[config.mk]
export PLATFORM = sky130hd
export DESIGN_NAME = prefetch_buffer
export DESIGN_NICKNAME = d
export VERILOG_FILES = /design/src/source/prefetch_pkg.sv /design/src/source/fifo_head_if.sv /design/src/source/fetch_fifo.sv /design/src/source/instr_aligner.sv /design/src/source/fetch_ctrl.sv /design/src/source/prefetch_buffer.sv
export VERILOG_INCLUDE_DIRS = /design/src /design/src/source
export SDC_FILE = /design/constraint.sdc
export NUM_CORES = 1
export LEC_CHECK = 0
export BUFFER_PORTS_ARGS = -buffer_cell sky130_fd_sc_hd__buf_4
export CORE_MARGIN = 4
export CORE_UTILIZATION = 35
export CTS_CLUSTER_SIZE = 24
export DETAILED_ROUTE_END_ITERATION = 6
export PLACE_DENSITY = 0.54
export SYNTH_ARGS = -nofsm -noshare
export SYNTH_HDL_FRONTEND = slang
export SYNTH_SLANG_ARGS = --single-unit
[constraint.sdc]
create_clock -name clk -period 6.38 [get_ports clk]
set_clock_uncertainty 0.05 [all_clocks]
set_input_delay 0.319 -clock clk [delete_from_list [all_inputs] [get_ports clk]]
set_output_delay 0.319 -clock clk [all_outputs]
set_load 0.02 [all_outputs]
[src/source/prefetch_cfg.svh]
`ifndef PREFETCH_CFG_SVH
`define PREFETCH_CFG_SVH

// fetch fifo entries, one word each
// the fill threshold needs at least 3
`define PF_FIFO_DEPTH 4

// instruction address width
`define PF_ADDR_W 32

// width of a fetched memory word
`define PF_DATA_W 32

`endif

[src/source/prefetch_pkg.sv]
`include "prefetch_cfg.svh"

package prefetch_pkg;

  // byte address of an instruction, may sit on a halfword
  typedef logic [`PF_ADDR_W-1:0] addr_t;

  // one word as returned by instruction memory
  typedef logic [`PF_DATA_W-1:0] word_t;

  // one fifo slot, the word and the address it came from
  typedef struct packed {
    addr_t addr;
    word_t rdata;
  } fifo_entry_t;

  // memory request fsm
  // WAIT_ABORTED drops the rvalid of a request that a branch overtook
  typedef enum logic [1:0] {
    IDLE         = 2'd0,
    WAIT_GNT     = 2'd1,
    WAIT_RVALID  = 2'd2,
    WAIT_ABORTED = 2'd3
  } fetch_state_e;

endpackage

[src/source/fifo_head_if.sv]
`include "prefetch_cfg.svh"

interface fifo_head_if;

  // head_valid and next_valid only reflect stored slots
  // an arriving word is folded in by the aligner
  logic                      head_valid;
  // head entry, bypasses the arriving word when slot 0 is empty
  prefetch_pkg::fifo_entry_t head;
  logic                      next_valid;
  // stored word behind the head, the upper half of a spanning instr
  prefetch_pkg::word_t       next_rdata;

  // drop the head word and shift the rest down
  logic                      pop_word;
  // move the head address to the upper halfword
  logic                      step_half;

  modport fifo (
    output head_valid,
    output head,
    output next_valid,
    output next_rdata,
    input  pop_word,
    input  step_half
  );

  modport aligner (
    input  head_valid,
    input  head,
    input  next_valid,
    input  next_rdata,
    output pop_word,
    output step_half
  );

endinterface

[src/source/fetch_fifo.sv]
`include "prefetch_cfg.svh"

module fetch_fifo (
  input  logic                clk,
  input  logic                rst_n,
  input  logic                push_valid_i,
  input  prefetch_pkg::addr_t push_addr_i,
  input  prefetch_pkg::word_t push_rdata_i,
  input  logic                flush_i,
  output logic                ready_o,
  fifo_head_if.fifo           head
);

  // slot 0 is the head, valid bits are always packed from slot 0 up
  prefetch_pkg::fifo_entry_t entries_q [`PF_FIFO_DEPTH];
  prefetch_pkg::fifo_entry_t entries_d [`PF_FIFO_DEPTH];
  logic [`PF_FIFO_DEPTH-1:0] valid_q;
  logic [`PF_FIFO_DEPTH-1:0] valid_d;

  prefetch_pkg::fifo_entry_t head_entry;
  logic                      placed;
  logic                      cross_word;

  //////////////////////////////////////////////////
  // head side
  //////////////////////////////////////////////////

  // empty fifo: the word from memory goes straight out
  always_comb begin
    if (valid_q[0]) begin
      head_entry = entries_q[0];
    end else begin
      head_entry.addr  = push_addr_i;
      head_entry.rdata = push_rdata_i;
    end
  end

  assign head.head_valid = valid_q[0];
  assign head.head       = head_entry;
  assign head.next_valid = valid_q[1];
  assign head.next_rdata = entries_q[1].rdata;

  // 32-bit instr on the upper half, it ends inside the next word
  assign cross_word = head_entry.addr[1] & (head_entry.rdata[17:16] == 2'b11);

  //////////////////////////////////////////////////
  // fill level
  //////////////////////////////////////////////////

  // stop new requests one slot early, one word may still be in flight
  assign ready_o = ~valid_q[`PF_FIFO_DEPTH-2];

  //////////////////////////////////////////////////
  // push and shift
  //////////////////////////////////////////////////

  always_comb begin
    placed    = 1'b0;
    entries_d = entries_q;
    valid_d   = valid_q;

    // push into the lowest free slot
    if (push_valid_i) begin
      for (int i = 0; i < `PF_FIFO_DEPTH; i++) begin
        if (!valid_q[i] && !placed) begin
          entries_d[i].addr  = push_addr_i;
          entries_d[i].rdata = push_rdata_i;
          valid_d[i]         = 1'b1;
          placed             = 1'b1;
        end
      end
    end

    // pop after push so a bypassed word can be consumed at once
    if (head.pop_word) begin
      for (int i = 0; i < `PF_FIFO_DEPTH-1; i++) begin
        entries_d[i] = entries_d[i+1];
        valid_d[i]   = valid_d[i+1];
      end
      valid_d[`PF_FIFO_DEPTH-1] = 1'b0;
      // new head starts on its upper half when the old instr spilled over
      entries_d[0].addr = {entries_d[0].addr[`PF_ADDR_W-1:2], cross_word, 1'b0};
    end else if (head.step_half) begin
      entries_d[0].addr[1] = 1'b1;
    end
  end

  //////////////////////////////////////////////////
  // registers
  //////////////////////////////////////////////////

  // flush empties the fifo for the next cycle, a push in that cycle is lost
  always_ff @(posedge clk or negedge rst_n) begin
    if (!rst_n) begin
      valid_q <= '0;
    end else if (flush_i) begin
      valid_q <= '0;
    end else begin
      valid_q <= valid_d;
    end
  end

  always_ff @(posedge clk) begin
    entries_q <= entries_d;
  end

endmodule

[src/source/instr_aligner.sv]
`include "prefetch_cfg.svh"

module instr_aligner (
  fifo_head_if.aligner        head,
  input  logic                ready_i,
  input  logic                push_valid_i,
  input  prefetch_pkg::word_t push_rdata_i,
  output logic                valid_o,
  output prefetch_pkg::word_t rdata_o,
  output prefetch_pkg::addr_t addr_o
);

  prefetch_pkg::word_t cur_word;
  prefetch_pkg::word_t next_word;
  logic                head_ok;
  logic                next_ok;
  logic                unaligned;
  logic                lo_compressed;
  logic                hi_compressed;
  logic                take;

  //////////////////////////////////////////////////
  // word availability
  //////////////////////////////////////////////////

  assign cur_word  = head.head.rdata;
  assign unaligned = head.head.addr[1];

  // head is stored or arriving right now
  assign head_ok = head.head_valid | push_valid_i;

  // next word is stored, or arriving behind a stored head
  assign next_ok   = head.next_valid | (head.head_valid & push_valid_i);
  assign next_word = head.next_valid ? head.next_rdata : push_rdata_i;

  // rvc rule: both low bits set means a 32-bit instr
  assign lo_compressed = cur_word[1:0] != 2'b11;
  assign hi_compressed = cur_word[17:16] != 2'b11;

  //////////////////////////////////////////////////
  // instruction select
  //////////////////////////////////////////////////

  // compressed instrs come out zero extended
  always_comb begin
    if (unaligned) begin
      if (hi_compressed) begin
        rdata_o = {16'h0000, cur_word[31:16]};
        valid_o = head_ok;
      end else begin
        // spanning instr, upper half lives in the next word
        rdata_o = {next_word[15:0], cur_word[31:16]};
        valid_o = next_ok;
      end
    end else begin
      if (lo_compressed) begin
        rdata_o = {16'h0000, cur_word[15:0]};
      end else begin
        rdata_o = cur_word;
      end
      valid_o = head_ok;
    end
  end

  assign addr_o = head.head.addr;

  //////////////////////////////////////////////////
  // fifo step
  //////////////////////////////////////////////////

  assign take = valid_o & ready_i;

  // only an aligned compressed instr leaves the word in place
  assign head.step_half = take & ~unaligned & lo_compressed;
  assign head.pop_word  = take & (unaligned | ~lo_compressed);

endmodule

[src/source/fetch_ctrl.sv]
`include "prefetch_cfg.svh"

module fetch_ctrl (
  input  logic                clk,
  input  logic                rst_n,
  input  logic                req_i,
  input  logic                branch_i,
  input  prefetch_pkg::addr_t branch_addr_i,
  input  logic                fifo_ready_i,
  output logic                instr_req_o,
  input  logic                instr_gnt_i,
  output prefetch_pkg::addr_t instr_addr_o,
  input  logic                instr_rvalid_i,
  output logic                push_valid_o,
  output prefetch_pkg::addr_t push_addr_o,
  output logic                busy_o
);

  prefetch_pkg::fetch_state_e state_q;
  prefetch_pkg::fetch_state_e state_d;

  // address of the last accepted request
  prefetch_pkg::addr_t addr_q;
  prefetch_pkg::addr_t fetch_addr;
  logic                addr_valid;

  // next sequential word, a branch target may be a halfword
  assign fetch_addr = {addr_q[`PF_ADDR_W-1:2], 2'b00} + `PF_ADDR_W'd4;

  // rdata always belongs to the registered request
  assign push_addr_o = addr_q;

  assign busy_o = (state_q != prefetch_pkg::IDLE) || instr_req_o;

  //////////////////////////////////////////////////
  // request fsm
  //////////////////////////////////////////////////

  always_comb begin
    state_d      = state_q;
    instr_req_o  = 1'b0;
    instr_addr_o = branch_i ? branch_addr_i : fetch_addr;
    push_valid_o = 1'b0;
    addr_valid   = 1'b0;

    case (state_q)
      // nothing outstanding
      prefetch_pkg::IDLE: begin
        if (req_i && (fifo_ready_i || branch_i)) begin
          instr_req_o = 1'b1;
          addr_valid  = 1'b1;
          state_d     = instr_gnt_i ? prefetch_pkg::WAIT_RVALID : prefetch_pkg::WAIT_GNT;
        end
      end

      // hold req and address until granted, a branch retargets
      prefetch_pkg::WAIT_GNT: begin
        instr_req_o = 1'b1;
        if (branch_i) begin
          addr_valid = 1'b1;
        end else begin
          instr_addr_o = addr_q;
        end
        if (instr_gnt_i) begin
          state_d = prefetch_pkg::WAIT_RVALID;
        end
      end

      // granted, data still on its way
      prefetch_pkg::WAIT_RVALID: begin
        if (req_i && (fifo_ready_i || branch_i)) begin
          if (instr_rvalid_i) begin
            // back to back, the next request goes out with the data
            instr_req_o  = 1'b1;
            push_valid_o = ~branch_i;
            addr_valid   = 1'b1;
            state_d      = instr_gnt_i ? prefetch_pkg::WAIT_RVALID : prefetch_pkg::WAIT_GNT;
          end else if (branch_i) begin
            // remember the target, the old rvalid is still due
            addr_valid = 1'b1;
            state_d    = prefetch_pkg::WAIT_ABORTED;
          end
        end else if (instr_rvalid_i) begin
          push_valid_o = ~branch_i;
          state_d      = prefetch_pkg::IDLE;
        end
      end

      // stale word pending, addr_q already holds the new target
      prefetch_pkg::WAIT_ABORTED: begin
        if (branch_i) begin
          addr_valid = 1'b1;
        end else begin
          instr_addr_o = addr_q;
        end
        if (instr_rvalid_i) begin
          instr_req_o = 1'b1;
          state_d     = instr_gnt_i ? prefetch_pkg::WAIT_RVALID : prefetch_pkg::WAIT_GNT;
        end
      end

      default: begin
        state_d = prefetch_pkg::IDLE;
      end
    endcase
  end

  //////////////////////////////////////////////////
  // registers
  //////////////////////////////////////////////////

  always_ff @(posedge clk or negedge rst_n) begin
    if (!rst_n) begin
      state_q <= prefetch_pkg::IDLE;
      addr_q  <= '0;
    end else begin
      state_q <= state_d;
      if (addr_valid) begin
        addr_q <= instr_addr_o;
      end
    end
  end

endmodule

[src/source/prefetch_buffer.sv]
`include "prefetch_cfg.svh"

module prefetch_buffer (
  input  logic                clk,
  input  logic                rst_n,
  input  logic                req_i,
  input  logic                branch_i,
  input  prefetch_pkg::addr_t addr_i,
  input  logic                ready_i,
  output logic                valid_o,
  output prefetch_pkg::word_t rdata_o,
  output prefetch_pkg::addr_t addr_o,
  output logic                instr_req_o,
  input  logic                instr_gnt_i,
  output prefetch_pkg::addr_t instr_addr_o,
  input  prefetch_pkg::word_t instr_rdata_i,
  input  logic                instr_rvalid_i,
  output logic                busy_o
);

  // fetch controller to fifo
  logic                push_valid;
  prefetch_pkg::addr_t push_addr;
  logic                fifo_ready;

  // fifo head to aligner
  fifo_head_if head_if ();

  //////////////////////////////////////////////////
  // memory side
  //////////////////////////////////////////////////

  fetch_ctrl u_fetch_ctrl (
    .clk            (clk),
    .rst_n          (rst_n),
    .req_i          (req_i),
    .branch_i       (branch_i),
    .branch_addr_i  (addr_i),
    .fifo_ready_i   (fifo_ready),
    .instr_req_o    (instr_req_o),
    .instr_gnt_i    (instr_gnt_i),
    .instr_addr_o   (instr_addr_o),
    .instr_rvalid_i (instr_rvalid_i),
    .push_valid_o   (push_valid),
    .push_addr_o    (push_addr),
    .busy_o         (busy_o)
  );

  //////////////////////////////////////////////////
  // storage and output side
  //////////////////////////////////////////////////

  // a branch flushes the fifo directly
  fetch_fifo u_fetch_fifo (
    .clk          (clk),
    .rst_n        (rst_n),
    .push_valid_i (push_valid),
    .push_addr_i  (push_addr),
    .push_rdata_i (instr_rdata_i),
    .flush_i      (branch_i),
    .ready_o      (fifo_ready),
    .head         (head_if.fifo)
  );

  instr_aligner u_instr_aligner (
    .head         (head_if.aligner),
    .ready_i      (ready_i),
    .push_valid_i (push_valid),
    .push_rdata_i (instr_rdata_i),
    .valid_o      (valid_o),
    .rdata_o      (rdata_o),
    .addr_o       (addr_o)
  );

endmodule

==> metrics.yaml, run 1 <==
ant_nets_after_route: 0
syn2layout_area_growth_pct: 18.0
post_cts_setup_repair_bufs: 0
cp.arrival_ns: 4.28
nNetsFinal: 1600
status: "finished clean"
seq_power_share: 0.382
grt_first_pass_wirelength_um: 70000
post_synth_and_or_nand_nor_area_fraction: 0.150
fin_crit_sh: 0.650
detail_route.drc_violations: 0
floorplan.die_area_um2: 45600
cp_max_fo: 98
timing.critical_path.slowest_cell_delay_ns: 0.94
worst_hold_startpoint: "addr_i[26]"
synth_xor_xnor_area_share: 0.00829
initial_core_utilization: 0.354
tritoncts: "yes"
ys_seq_area_frac: 0.445
cts-root-buf: "sky130_fd_sc_hd__clkbuf_16"
crit_path_top_delay_cell: "sky130_fd_sc_hd__or4b_4"
synth_async_sr_flop_share: 0.132
crit_chain: "inv_1, ha_1, and3b_2, a21oi_2, or4b_4, nand2_2, buf_12"
first_global_vias: 11674
critPathRequiredTime_ns: 6.51
fmax_mhz: 241
use_met2: 0.290
worst_hold_path.endpoint: "u_fetch_ctrl.push_addr_o[26]$_DFFE_PN0P_"
critical_path_class: "reg -> reg"
cts_htree_levels: 2
number_of_vias_after_detailed_routing: 12083
synth_cells: 1452
yosysTopAreaCellShare: 0.253
grt_max_degree: 125
slack_of_the_worst_reg_to_reg_path_ns: 2.23
grt_use_met1: 0.287
synth-edff-count: 63
totalNegativeSetupSlack_ns: 0
power_switching_share: 0.366
yosysTopAreaCell: "sky130_fd_sc_hd__dfxtp_1"
timing.final.setup_violations: 0
power_density_nw_per_um2: 469
fp-row-count: 75
via_per_inst: 5.79
post_synth_main_area_contributors: "sky130_fd_sc_hd__dfxtp_1 (25%), sky130_fd_sc_hd__edfxtp_1 (13%), sky130_fd_sc_hd__o221a_2 (9.4%), sky130_fd_sc_hd__mux2_2 (8.1%), sky130_fd_sc_hd__mux2i_1 (7.2%)"
final_layout_size_suffix_gt1_frac: 0.315
final_max_slew_viol_count: 0
tritoncts.num_buffers: 34
utilization: 0.417
hold_viol_final: 0
relSlewSlack: 0.196
layer_carrying_the_most_global_route_usage: "met2"
ir_drop_v: 0.000284
port-buffer-count: 169
critical_path.endpoint_type: "register"
drt-wirelength-per-cell_um: 21.7
grt_setup_unrepaired: "no"
period_needed_ns: 4.15
max-cap-violations: 0
hpwlAfterDp_um: 28600
power_mw: 8.19
synth_top_family_by_area: "compound AO/OA/AOI/OAI gates"
ys_ff_latch: 288
wirelength_um: 45300
num_io_pins: 170
power.static_leakage_nw: 6.51
worstSkewPairLatency_ns: 0.51
cts-root-to-sink-buffers: 3
cts_num_sinks: 288
cts_hold_buffers: 5
mappedNetlistNets: 1529
initial_antenna_violation_count: 1
grt_overflow: 0
critical_path.startpoint: "u_fetch_ctrl.state_q[0]$_DFFE_PN0P_"
core_region_area_um2: 41900
worst_setup_hold_path_clk_slew_ns: 0.06
drtPass1Iterations: 6
power.combinational.fraction: 0.375
power.share.clock: 0.243
regToRegStartpoint: "u_fetch_ctrl.state_q[0]$_DFFE_PN0P_"
synth_area_per_cell_um2: 10.2
yosys_most_used_dff: "sky130_fd_sc_hd__dfxtp_1"
worst_setup_path_start_kind: "register"
grtUsageMet3: 0.0322
synth-compound-area-share: 0.184
post_cts_resized: 0
timing.reg2reg.worst_path_depth: 7
yosys.area_share.adder: 0.00507
place_congestion: 0.800
timing_worst_slew_pin_value_ns: 1.21
ys_types: 63
worst_r2r_endpoint: "u_fetch_fifo.entries_q[222]$_DFFE_PP_"
groute.usage.overall: 0.192
yosys_warnings: 0
hold_class: "in -> reg"
mappedNetlistArea_um2: 14800
hold_path_depth: 3
detail_route.iter0.violations: 1012
synthMuxAreaShare: 0.155
switchingPower_mw: 3.00
fp.dieW_um: 214
cell_internal_pwr_mw: 5.19
chipHeight_um: 214
==> Yosys cell counts, types with 6 or more instances <==
library cell and number:
sky130_fd_sc_hd__xor2_1 8, sky130_fd_sc_hd__o221a_2 124, sky130_fd_sc_hd__buf_1 9, sky130_fd_sc_hd__o22ai_1 17
sky130_fd_sc_hd__o211ai_1 10, sky130_fd_sc_hd__nor3_1 10, sky130_fd_sc_hd__xnor2_1 6, sky130_fd_sc_hd__buf_2 30
sky130_fd_sc_hd__o21ai_0 91, sky130_fd_sc_hd__buf_6 9, sky130_fd_sc_hd__o21ai_1 11, sky130_fd_sc_hd__nor4_1 8
sky130_fd_sc_hd__o21a_1 18, sky130_fd_sc_hd__ha_1 6, sky130_fd_sc_hd__dfxtp_1 187, sky130_fd_sc_hd__a21oi_1 22
sky130_fd_sc_hd__and3_1 6, sky130_fd_sc_hd__dfrtp_1 38, sky130_fd_sc_hd__nand2b_1 6, sky130_fd_sc_hd__mux2i_1 106
sky130_fd_sc_hd__mux2_2 107, sky130_fd_sc_hd__nand3_1 72, sky130_fd_sc_hd__or3_1 145, sky130_fd_sc_hd__inv_1 19
sky130_fd_sc_hd__edfxtp_1 63, sky130_fd_sc_hd__nand2_1 100, sky130_fd_sc_hd__clkbuf_1 108, sky130_fd_sc_hd__nor2_1 24
sky130_fd_sc_hd__nand4_1 13
==> cell usage in the layout, fill, tap and decap left out, types with 8 or more instances in the layout <==
cell type and count:
sky130_fd_sc_hd__buf_4 185, sky130_fd_sc_hd__o221a_2 124, sky130_fd_sc_hd__or3_1 145, sky130_fd_sc_hd__xor2_1 8
sky130_fd_sc_hd__clkbuf_16 39, sky130_fd_sc_hd__mux2i_1 105, sky130_fd_sc_hd__edfxtp_1 63, sky130_fd_sc_hd__o21ai_1 11
sky130_fd_sc_hd__dfxtp_1 187, sky130_fd_sc_hd__nor3_1 10, sky130_fd_sc_hd__nor2_1 23, sky130_fd_sc_hd__inv_1 19
sky130_fd_sc_hd__mux2_2 107, sky130_fd_sc_hd__o211ai_1 10, sky130_fd_sc_hd__a21oi_1 22, sky130_fd_sc_hd__clkbuf_1 8
sky130_fd_sc_hd__o21ai_0 91, sky130_fd_sc_hd__nand3_1 72, sky130_fd_sc_hd__nand2_1 97, sky130_fd_sc_hd__nor4_1 8
sky130_fd_sc_hd__o22ai_1 17, sky130_fd_sc_hd__dfrtp_1 37, sky130_fd_sc_hd__nand4_1 13, sky130_fd_sc_hd__o21a_1 18
==> cell families (layout without fill, tap and decap cells) <==
group                      count (synthesis)  after routing
DFF                                      288            288
and+or+nand+nor                          411            411
other                                      0              1
buffers and inverters                    178            273
xor gates and xnor gates                  14             14
adders and majority gates                  6              6
AOI/OAI and AO/OA                        341            341
muxes                                    214            214
==> per-layer routing <==
metal | wire length, um | share of wire
met5 | 20 | 0.00044
met4 | 842 | 0.019
met3 | 2720 | 0.060
met2 | 19700 | 0.43
met1 | 22000 | 0.49
==> through the flow <==
stage                     hold WS (ns)  instance area, um^2  std cells  setup slack (ns)
after floorplan                -0.0266                14800       1452              2.60
after detailed placement         0.310                16300       2021              2.16
final                           0.0216                17500       2087              2.23
after global routing            0.0228                17500       2086              1.94
after global placement           0.303                16300       2021              2.21
after CTS                      0.00343                17500       2086              2.15
==> worst max-delay path: cells and delay by family (launching register included) <==
family	cells	cell delay (ns)
simple gates	3	2.39
compound gates	1	0.20
buf+inv	2	0.44
fa+ha+maj	1	0.30
flops	1	0.41
==> final cells by class <==
type,instances,area [um^2]
clock buffers,53,1090
flip-flops and latches,288,6590
fillers,4067,24400
repair buffers,193,1500
clock inverters,7,65.1
diodes,1,2.50
inverters,20,75.1
well taps,539,674
multi-input cells,986,7460
==> flip-flops by register name (all words and copies together) (netlist names) <==
name and cells:
u_fetch_fifo.valid_q 4, u_fetch_ctrl.push_addr_o 32, u_fetch_fifo.entries_q 218, u_fetch_ctrl.state_q 2, u_fetch_fifo.head.next_rdata 32
==> worst max path at each step <==
stage | slack (ns) | end | cells after the start
after detailed placement | 2.16 | u_fetch_fifo.entries_q[221]$_DFFE_PP_ | 7
after floorplan | 2.60 | u_fetch_fifo.entries_q[192]$_DFFE_PP_ | 9
after global routing | 1.94 | u_fetch_fifo.entries_q[99]$_DFF_P_ | 8
after global placement | 2.21 | u_fetch_fifo.entries_q[206]$_DFFE_PP_ | 7
after CTS | 2.15 | u_fetch_fifo.entries_q[222]$_DFFE_PP_ | 7
final | 2.23 | u_fetch_fifo.entries_q[222]$_DFFE_PP_ | 7
==> power groups by stage <==
stage / registers, mW / clock network [mW] / logic [mW]
after floorplan: 2.76 / 0 / 2.35
after global placement: 3.14 / 0 / 3.03
after detailed placement: 3.14 / 0 / 3.07
after CTS: 3.11 / 2.03 / 3.09
after global routing: 3.20 / 2.11 / 3.35
final: 3.13 / 1.99 / 3.08
(Power assumes the default switching activity.)
==> run 2: changes to the inputs <==
- PLACE_DENSITY: 0.54 -> 0.56
- clock period: 6.38 -> 3.6 ns (I/O delays scaled with it)
==> run 2 against run 1 <==
Register-to-register slack lost 1.7 ns. Via count grew 2.1%. Core utilization increased by 1.9 points. Global-route usage is essentially flat. Design area grew 4.6%. Final cell count rose by 3.8%. Critical path type is now reg -> out. Critical endpoint is now instr_addr_o[30].
==> metrics.yaml, run 2 (same netlist as run 1, synthesis figures left out) <==
worst_r2r_endpoint: "u_fetch_fifo.entries_q[125]$_DFF_P_"  # was u_fetch_fifo.entries_q[222]$_DFFE_PP_
grt_max_degree: 102  # was 125
power_density_nw_per_um2: 805  # was 469 nW/um^2
timing.reg2reg.worst_path_depth: 8  # was 7
first_global_vias: 12045  # was 11674
syn2layout_area_growth_pct: 23.4  # was 18.0%
initial_antenna_violation_count: 2  # was 1
worstSkewPairLatency_ns: 0.50  # was 0.51 ns
tritoncts: "yes"  # unchanged
worst_setup_path_start_kind: "register"  # unchanged
timing.final.setup_violations: 0  # unchanged
final_max_slew_viol_count: 0  # unchanged
worst_setup_hold_path_clk_slew_ns: 0.06  # about the same
drt-wirelength-per-cell_um: 20.9  # was 21.7 um
cts-root-buf: "sky130_fd_sc_hd__clkbuf_16"  # unchanged
detail_route.drc_violations: 0  # unchanged
fin_crit_sh: 0.930
critPathRequiredTime_ns: 3.37  # was 6.51 ns
grt_setup_unrepaired: "no"  # unchanged
most-common-layout-cells: "sky130_fd_sc_hd__buf_4 (205), sky130_fd_sc_hd__dfxtp_1 (187), sky130_fd_sc_hd__or3_1 (145)"  # was sky130_fd_sc_hd__dfxtp_1 (187), sky130_fd_sc_hd__buf_4 (185), sky130_fd_sc_hd__or3_1 (145)
grt_overflow: 0  # unchanged
floorplan.die_area_um2: 45600  # unchanged
largest_register_ff_count: 218  # unchanged
regToRegStartpoint: "u_fetch_ctrl.state_q[0]$_DFFE_PN0P_"  # unchanged
critical_path_class: "reg -> out"  # was reg -> reg
status: "finished clean"  # unchanged
hold-worst-slack_ns: 0.0181  # was 0.0216 ns
via_per_inst: 5.70  # was 5.79
power.static_leakage_nw: 6.89  # was 6.51 nW
hold_class: "in -> reg"  # unchanged
ir_drop_v: 0.000398  # was 0.000284 V
initial_core_utilization: 0.354  # unchanged
grt_first_pass_wirelength_um: 70300  # was 70000 um
post_cts_setup_repair_bufs: 0  # unchanged
fmax_mhz: 299
chipHeight_um: 214  # unchanged
critical_path.endpoint_type: "output pin"  # was register
cts-root-to-sink-buffers: 3  # unchanged
hold_path_depth: 4  # was 3
fp.dieW_um: 214  # unchanged
wirelength_um: 45200  # was 45300 um
diodes: 0  # was 1
groute.usage.overall: 0.192  # about the same
relSlewSlack: 0.510  # was 0.196
nNetsFinal: 1678  # was 1600
hpwlAfterDp_um: 28600  # about the same
place_congestion: 0.809  # was 0.800
number_of_vias_after_detailed_routing: 12337  # was 12083
setup.worst_path.end: "instr_addr_o[30]"  # was u_fetch_fifo.entries_q[222]$_DFFE_PP_
core_region_area_um2: 41900  # unchanged
dp_worst_setup_slack_ns: 0.555  # was 2.16 ns
registers.top_by_ff_count: "u_fetch_fifo.entries_q"  # unchanged
timing_worst_slew_pin_value_ns: 0.735  # was 1.21 ns
detail_route.iter0.violations: 893  # was 1012
period_needed_ns: 3.35
num_io_pins: 170  # unchanged
final_layout_size_suffix_gt1_frac: 0.316  # was 0.315
max-cap-violations: 0  # unchanged
cp.arrival_ns: 3.12  # was 4.28 ns
port-buffer-count: 169  # unchanged
cts_htree_levels: 2  # unchanged
ant_nets_after_route: 0  # unchanged
tritoncts.num_buffers: 35  # was 34
cp_max_fo: 9  # was 98
cts_num_sinks: 288  # unchanged
fillers: 3974  # was 4067
slack_of_the_worst_reg_to_reg_path_ns: 0.53  # was 2.23 ns
fp-row-count: 75  # unchanged
hold_viol_final: 0  # unchanged
post-route-worst-setup-slack_ns: 0.252  # was 2.23 ns
critical_path.startpoint: "u_fetch_ctrl.state_q[1]$_DFFE_PN0P_"  # was u_fetch_ctrl.state_q[0]$_DFFE_PN0P_
totalNegativeSetupSlack_ns: 0  # unchanged
drtPass1Iterations: 5  # was 6
final_common_cell: "sky130_fd_sc_hd__buf_4"  # was sky130_fd_sc_hd__dfxtp_1
==> run 2: worst max-delay path: stages (launching register included) <==
cell	delay [ns]
sky130_fd_sc_hd__dfrtp_1	0.37
sky130_fd_sc_hd__inv_1	0.10
sky130_fd_sc_hd__ha_1	0.33
sky130_fd_sc_hd__nor2_1	0.30
sky130_fd_sc_hd__nand2_1	0.19
sky130_fd_sc_hd__or4_1	0.70
sky130_fd_sc_hd__nor2_1	0.18
sky130_fd_sc_hd__mux2i_1	0.27
sky130_fd_sc_hd__buf_4	0.19
==> run 2: worst min-delay path by stage <==
stage                           from                                        to  slack, ns
after floorplan                rst_n   u_fetch_ctrl.push_addr_o[0]$_DFFE_PN0P_      -0.17
after global placement         rst_n  u_fetch_ctrl.push_addr_o[21]$_DFFE_PN0P_       0.17
after detailed placement       rst_n  u_fetch_ctrl.push_addr_o[21]$_DFFE_PN0P_       0.17
after CTS                 addr_i[23]  u_fetch_ctrl.push_addr_o[23]$_DFFE_PN0P_      0.008
after global routing      addr_i[23]  u_fetch_ctrl.push_addr_o[23]$_DFFE_PN0P_       0.03
final                     addr_i[23]  u_fetch_ctrl.push_addr_o[23]$_DFFE_PN0P_       0.02
==> run 2: metal layers <==
metal | up-vias | wire [um] | global-route usage
li1 | 5824 | - | -
met1 | 6060 | 21500 | 0.282
met2 | 407 | 20200 | 0.305
met3 | 42 | 2990 | 0.0285
met4 | 4 | 487 | 0.0318
met5 | - | 21 | 0
==> run 2: timing repair <==
item / in CTS / in global routing
hold buffers: 58 / 0
resized for setup: 0 / 1
setup endpoints to repair: 0 / 1
endpoints found under the hold margin: 160 / 0
==> run 2: layout make-up <==
type,count,area [um^2],share of cell area
tap,539,674,0.0369
clock inverter,6,55.1,0.00302
sequential,288,6590,0.361
multi-input combinational,986,7470,0.409
timing repair buffer,270,2260,0.124
inverter,20,75.1,0.00411
clock buffer,57,1130,0.0621
==> run 2: power breakdown <==
part	switching (mW)	internal (mW)
Clock	1.35	2.22
Combinational	2.90	2.72
Sequential	1.06	4.45
==> run 2: through the flow <==
stage	utilization	instance area, um^2	cells	total power, mW
6_report	0.436	18300	2166	14.7
5_1_grt	0.436	18300	2166	15.5
4_1_cts	0.436	18300	2166	14.8
3_5_place_dp	0.394	16500	2045	11.1
3_3_place_gp	0.394	16500	2045	11.0
2_1_floorplan	-	14800	1452	9.04
==> run 3: changes to the inputs <==
- PLACE_DENSITY: 0.56 -> 0.54
==> run 3 against run 2 <==
Worst setup slack better by 0.015 ns. Register-to-register slack worse by 0.16 ns. Clock power down 3%. Non-clock buffer count up 3. Final cell count up 0.18%. Combinational power up 2%. Core utilization about the same.
==> metrics.yaml, run 3 (same netlist as run 1, synthesis figures left out) <==
cp.arrival_ns: 3.10  # was 3.12 ns
register_area_um2: 6590  # unchanged
critical_path_class: "reg -> out"  # unchanged
number_of_vias_after_detailed_routing: 12308  # was 12337
critPathRequiredTime_ns: 3.37  # about the same
multiInputGateArea_um2: 7470  # about the same
worstSkewPairLatency_ns: 0.51  # was 0.50 ns
final_max_slew_viol_count: 0  # unchanged
status: "finished clean"  # unchanged
power.static_leakage_nw: 6.87  # was 6.89 nW
tritoncts.num_buffers: 35  # unchanged
detail_route.drc_violations: 0  # unchanged
largest_register_ff_count: 218  # unchanged
max-cap-violations: 0  # unchanged
timing.critical_path.slowest_cell_delay_ns: 0.76  # was 0.70 ns
crit_path_top_delay_cell: "sky130_fd_sc_hd__or4_1"  # unchanged
fillers: 3983  # was 3974
core_region_area_um2: 41900  # unchanged
via_per_inst: 5.67  # was 5.70
ant_nets_after_route: 0  # unchanged
critical_path_buf_inv_count: 1  # was 2
post_cts_setup_repair_bufs: 0  # unchanged
grt_overflow: 0  # unchanged
place_congestion: 0.780  # was 0.809
floorplan.die_area_um2: 45600  # unchanged
power.share.clock: 0.237  # was 0.243
detail_route.iter0.violations: 979  # was 893
power.combinational.fraction: 0.393  # was 0.382
critical_path.endpoint_type: "output pin"  # unchanged
final_common_cell: "sky130_fd_sc_hd__buf_4"  # unchanged
diodes: 0  # unchanged
drt-wirelength-per-cell_um: 21.1  # was 20.9 um
relSlewSlack: 0.138  # was 0.510
initial_core_utilization: 0.354  # unchanged
cts-root-to-sink-buffers: 3  # unchanged
postLayoutCellArea_um2: 18200  # was 18300 um^2
cts_htree_levels: 2  # unchanged
hold_class: "in -> reg"  # unchanged
crit_chain: "and4_1, nand4_1, or4_1, nor2_1, mux2i_1, buf_4"  # was inv_1, ha_1, nor2_1, nand2_1, or4_1, nor2_1, mux2i_1, buf_4
cell_internal_pwr_mw: 9.26  # was 9.39 mW
port-buffer-count: 169  # unchanged
post_dp_area_um2: 16500  # about the same
switchingPower_mw: 5.39  # was 5.31 mW
num_io_pins: 170  # unchanged
period_needed_ns: 3.33  # was 3.35 ns
cts-root-buf: "sky130_fd_sc_hd__clkbuf_16"  # unchanged
worst_setup_path_start_kind: "register"  # unchanged
hold-worst-slack_ns: 0.0229  # was 0.0181 ns
cp_max_fo: 10  # was 9
final_layout_size_suffix_gt1_frac: 0.316  # about the same
wirelength_um: 45800  # was 45200 um
syn2layout_area_growth_pct: 23.3  # was 23.4%
first_global_vias: 11928  # was 12045
timing_worst_slew_pin_value_ns: 1.29  # was 0.735 ns
registers.top_by_ff_count: "u_fetch_fifo.entries_q"  # unchanged
slack_of_the_worst_reg_to_reg_path_ns: 0.37  # was 0.53 ns
timing.final.setup_violations: 0  # unchanged
ir_drop_v: 0.000396  # was 0.000398 V
drtPass1Iterations: 6  # was 5
tritoncts: "yes"  # unchanged
grt_max_degree: 125  # was 102
most-common-layout-cells: "sky130_fd_sc_hd__buf_4 (204), sky130_fd_sc_hd__dfxtp_1 (187), sky130_fd_sc_hd__or3_1 (145)"  # was sky130_fd_sc_hd__buf_4 (205), sky130_fd_sc_hd__dfxtp_1 (187), sky130_fd_sc_hd__or3_1 (145)
grt_setup_unrepaired: "no"  # unchanged
cts_num_sinks: 288  # unchanged
power_density_nw_per_um2: 803  # was 805 nW/um^2
hold_viol_final: 0  # unchanged
nNetsFinal: 1681  # was 1678
worst_path_dominant_cell_family: "simple AND/OR/NAND/NOR gates"  # unchanged
power_switching_share: 0.368  # was 0.361
fp.dieW_um: 214  # unchanged
hpwlAfterDp_um: 28900  # was 28600 um
totalNegativeSetupSlack_ns: 0  # unchanged
initial_antenna_violation_count: 2  # unchanged
grt_first_pass_wirelength_um: 70700  # was 70300 um
chipHeight_um: 214  # unchanged
fin_crit_sh: 0.926  # was 0.930
seq_power_share: 0.370  # was 0.374
fmax_mhz: 300  # was 299 MHz
groute.usage.overall: 0.193  # was 0.192
fp-row-count: 75  # unchanged
worst_setup_hold_path_clk_slew_ns: 0.06  # about the same
==> run 3: cell type report <==
class / instances / share of cell area
inverters: 20 / 0.00411
repair buffers: 273 / 0.126
flip-flops and latches: 288 / 0.361
well taps: 539 / 0.0370
multi-input cells: 986 / 0.410
clock buffers: 54 / 0.0570
clock inverters: 10 / 0.00494
==> run 3: routing by layer <==
metal,routed length (um),global-route usage,vias up,share of wire
met4,783,0.0426,4,0.017
met5,24,0,-,0.00052
met3,2940,0.0326,55,0.064
li1,-,-,5823,-
met1,21700,0.288,6035,0.47
met2,20300,0.295,391,0.44
==> run 3: what timing repair did <==
item	CTS	global route
endpoints found under the hold margin	162	0
hold buffers	59	0
resized for setup	0	4
setup endpoints to repair	0	34
==> run 3: path summary, 6_finish.rpt <==
path                                                          start                                       end  cells after the start
min in group asynchronous                                     rst_n  u_fetch_ctrl.push_addr_o[21]$_DFFE_PN0P_                      2
max in group asynchronous                                     rst_n       u_fetch_fifo.valid_q[0]$_DFFE_PN0P_                      2
min reg2reg                      u_fetch_fifo.entries_q[58]$_DFF_P_        u_fetch_fifo.entries_q[58]$_DFF_P_                      1
min                                                       addr_i[7]   u_fetch_ctrl.push_addr_o[7]$_DFFE_PN0P_                      4
max reg2reg                     u_fetch_ctrl.state_q[0]$_DFFE_PN0P_       u_fetch_fifo.entries_q[107]$_DFF_P_                      8
max                        u_fetch_ctrl.push_addr_o[12]$_DFFE_PN0P_                          instr_addr_o[26]                      6
==> run 3: power groups by stage <==
| stage | clock network (mW) | registers (mW) | logic (mW) |
|---|---|---|---|
| 6_report | 3.47 | 5.42 | 5.76 |
| 3_5_place_dp | 0 | 5.44 | 5.70 |
| 2_1_floorplan | 0 | 4.88 | 4.16 |
| 3_3_place_gp | 0 | 5.44 | 5.62 |
| 4_1_cts | 3.55 | 5.40 | 5.78 |
| 5_1_grt | 3.68 | 5.55 | 6.23 |
==> run 3: tightest hold or removal path: stages <==
cell,delay (ns)
sky130_fd_sc_hd__buf_4,0.08
sky130_fd_sc_hd__nand2_1,0.04
sky130_fd_sc_hd__o21ai_0,0.09
sky130_fd_sc_hd__mux2_2,0.15
==> run 3: through the flow <==
step / utilization / cells / total power, mW / setup WS (ns)
2_1_floorplan: - / 1452 / 9.04 / 0.396
3_3_place_gp: 0.394 / 2047 / 11.1 / 0.261
3_5_place_dp: 0.394 / 2047 / 11.1 / 0.159
4_1_cts: 0.436 / 2170 / 14.7 / 0.132
5_1_grt: 0.436 / 2170 / 15.5 / 0.0596
6_report: 0.436 / 2170 / 14.7 / 0.267
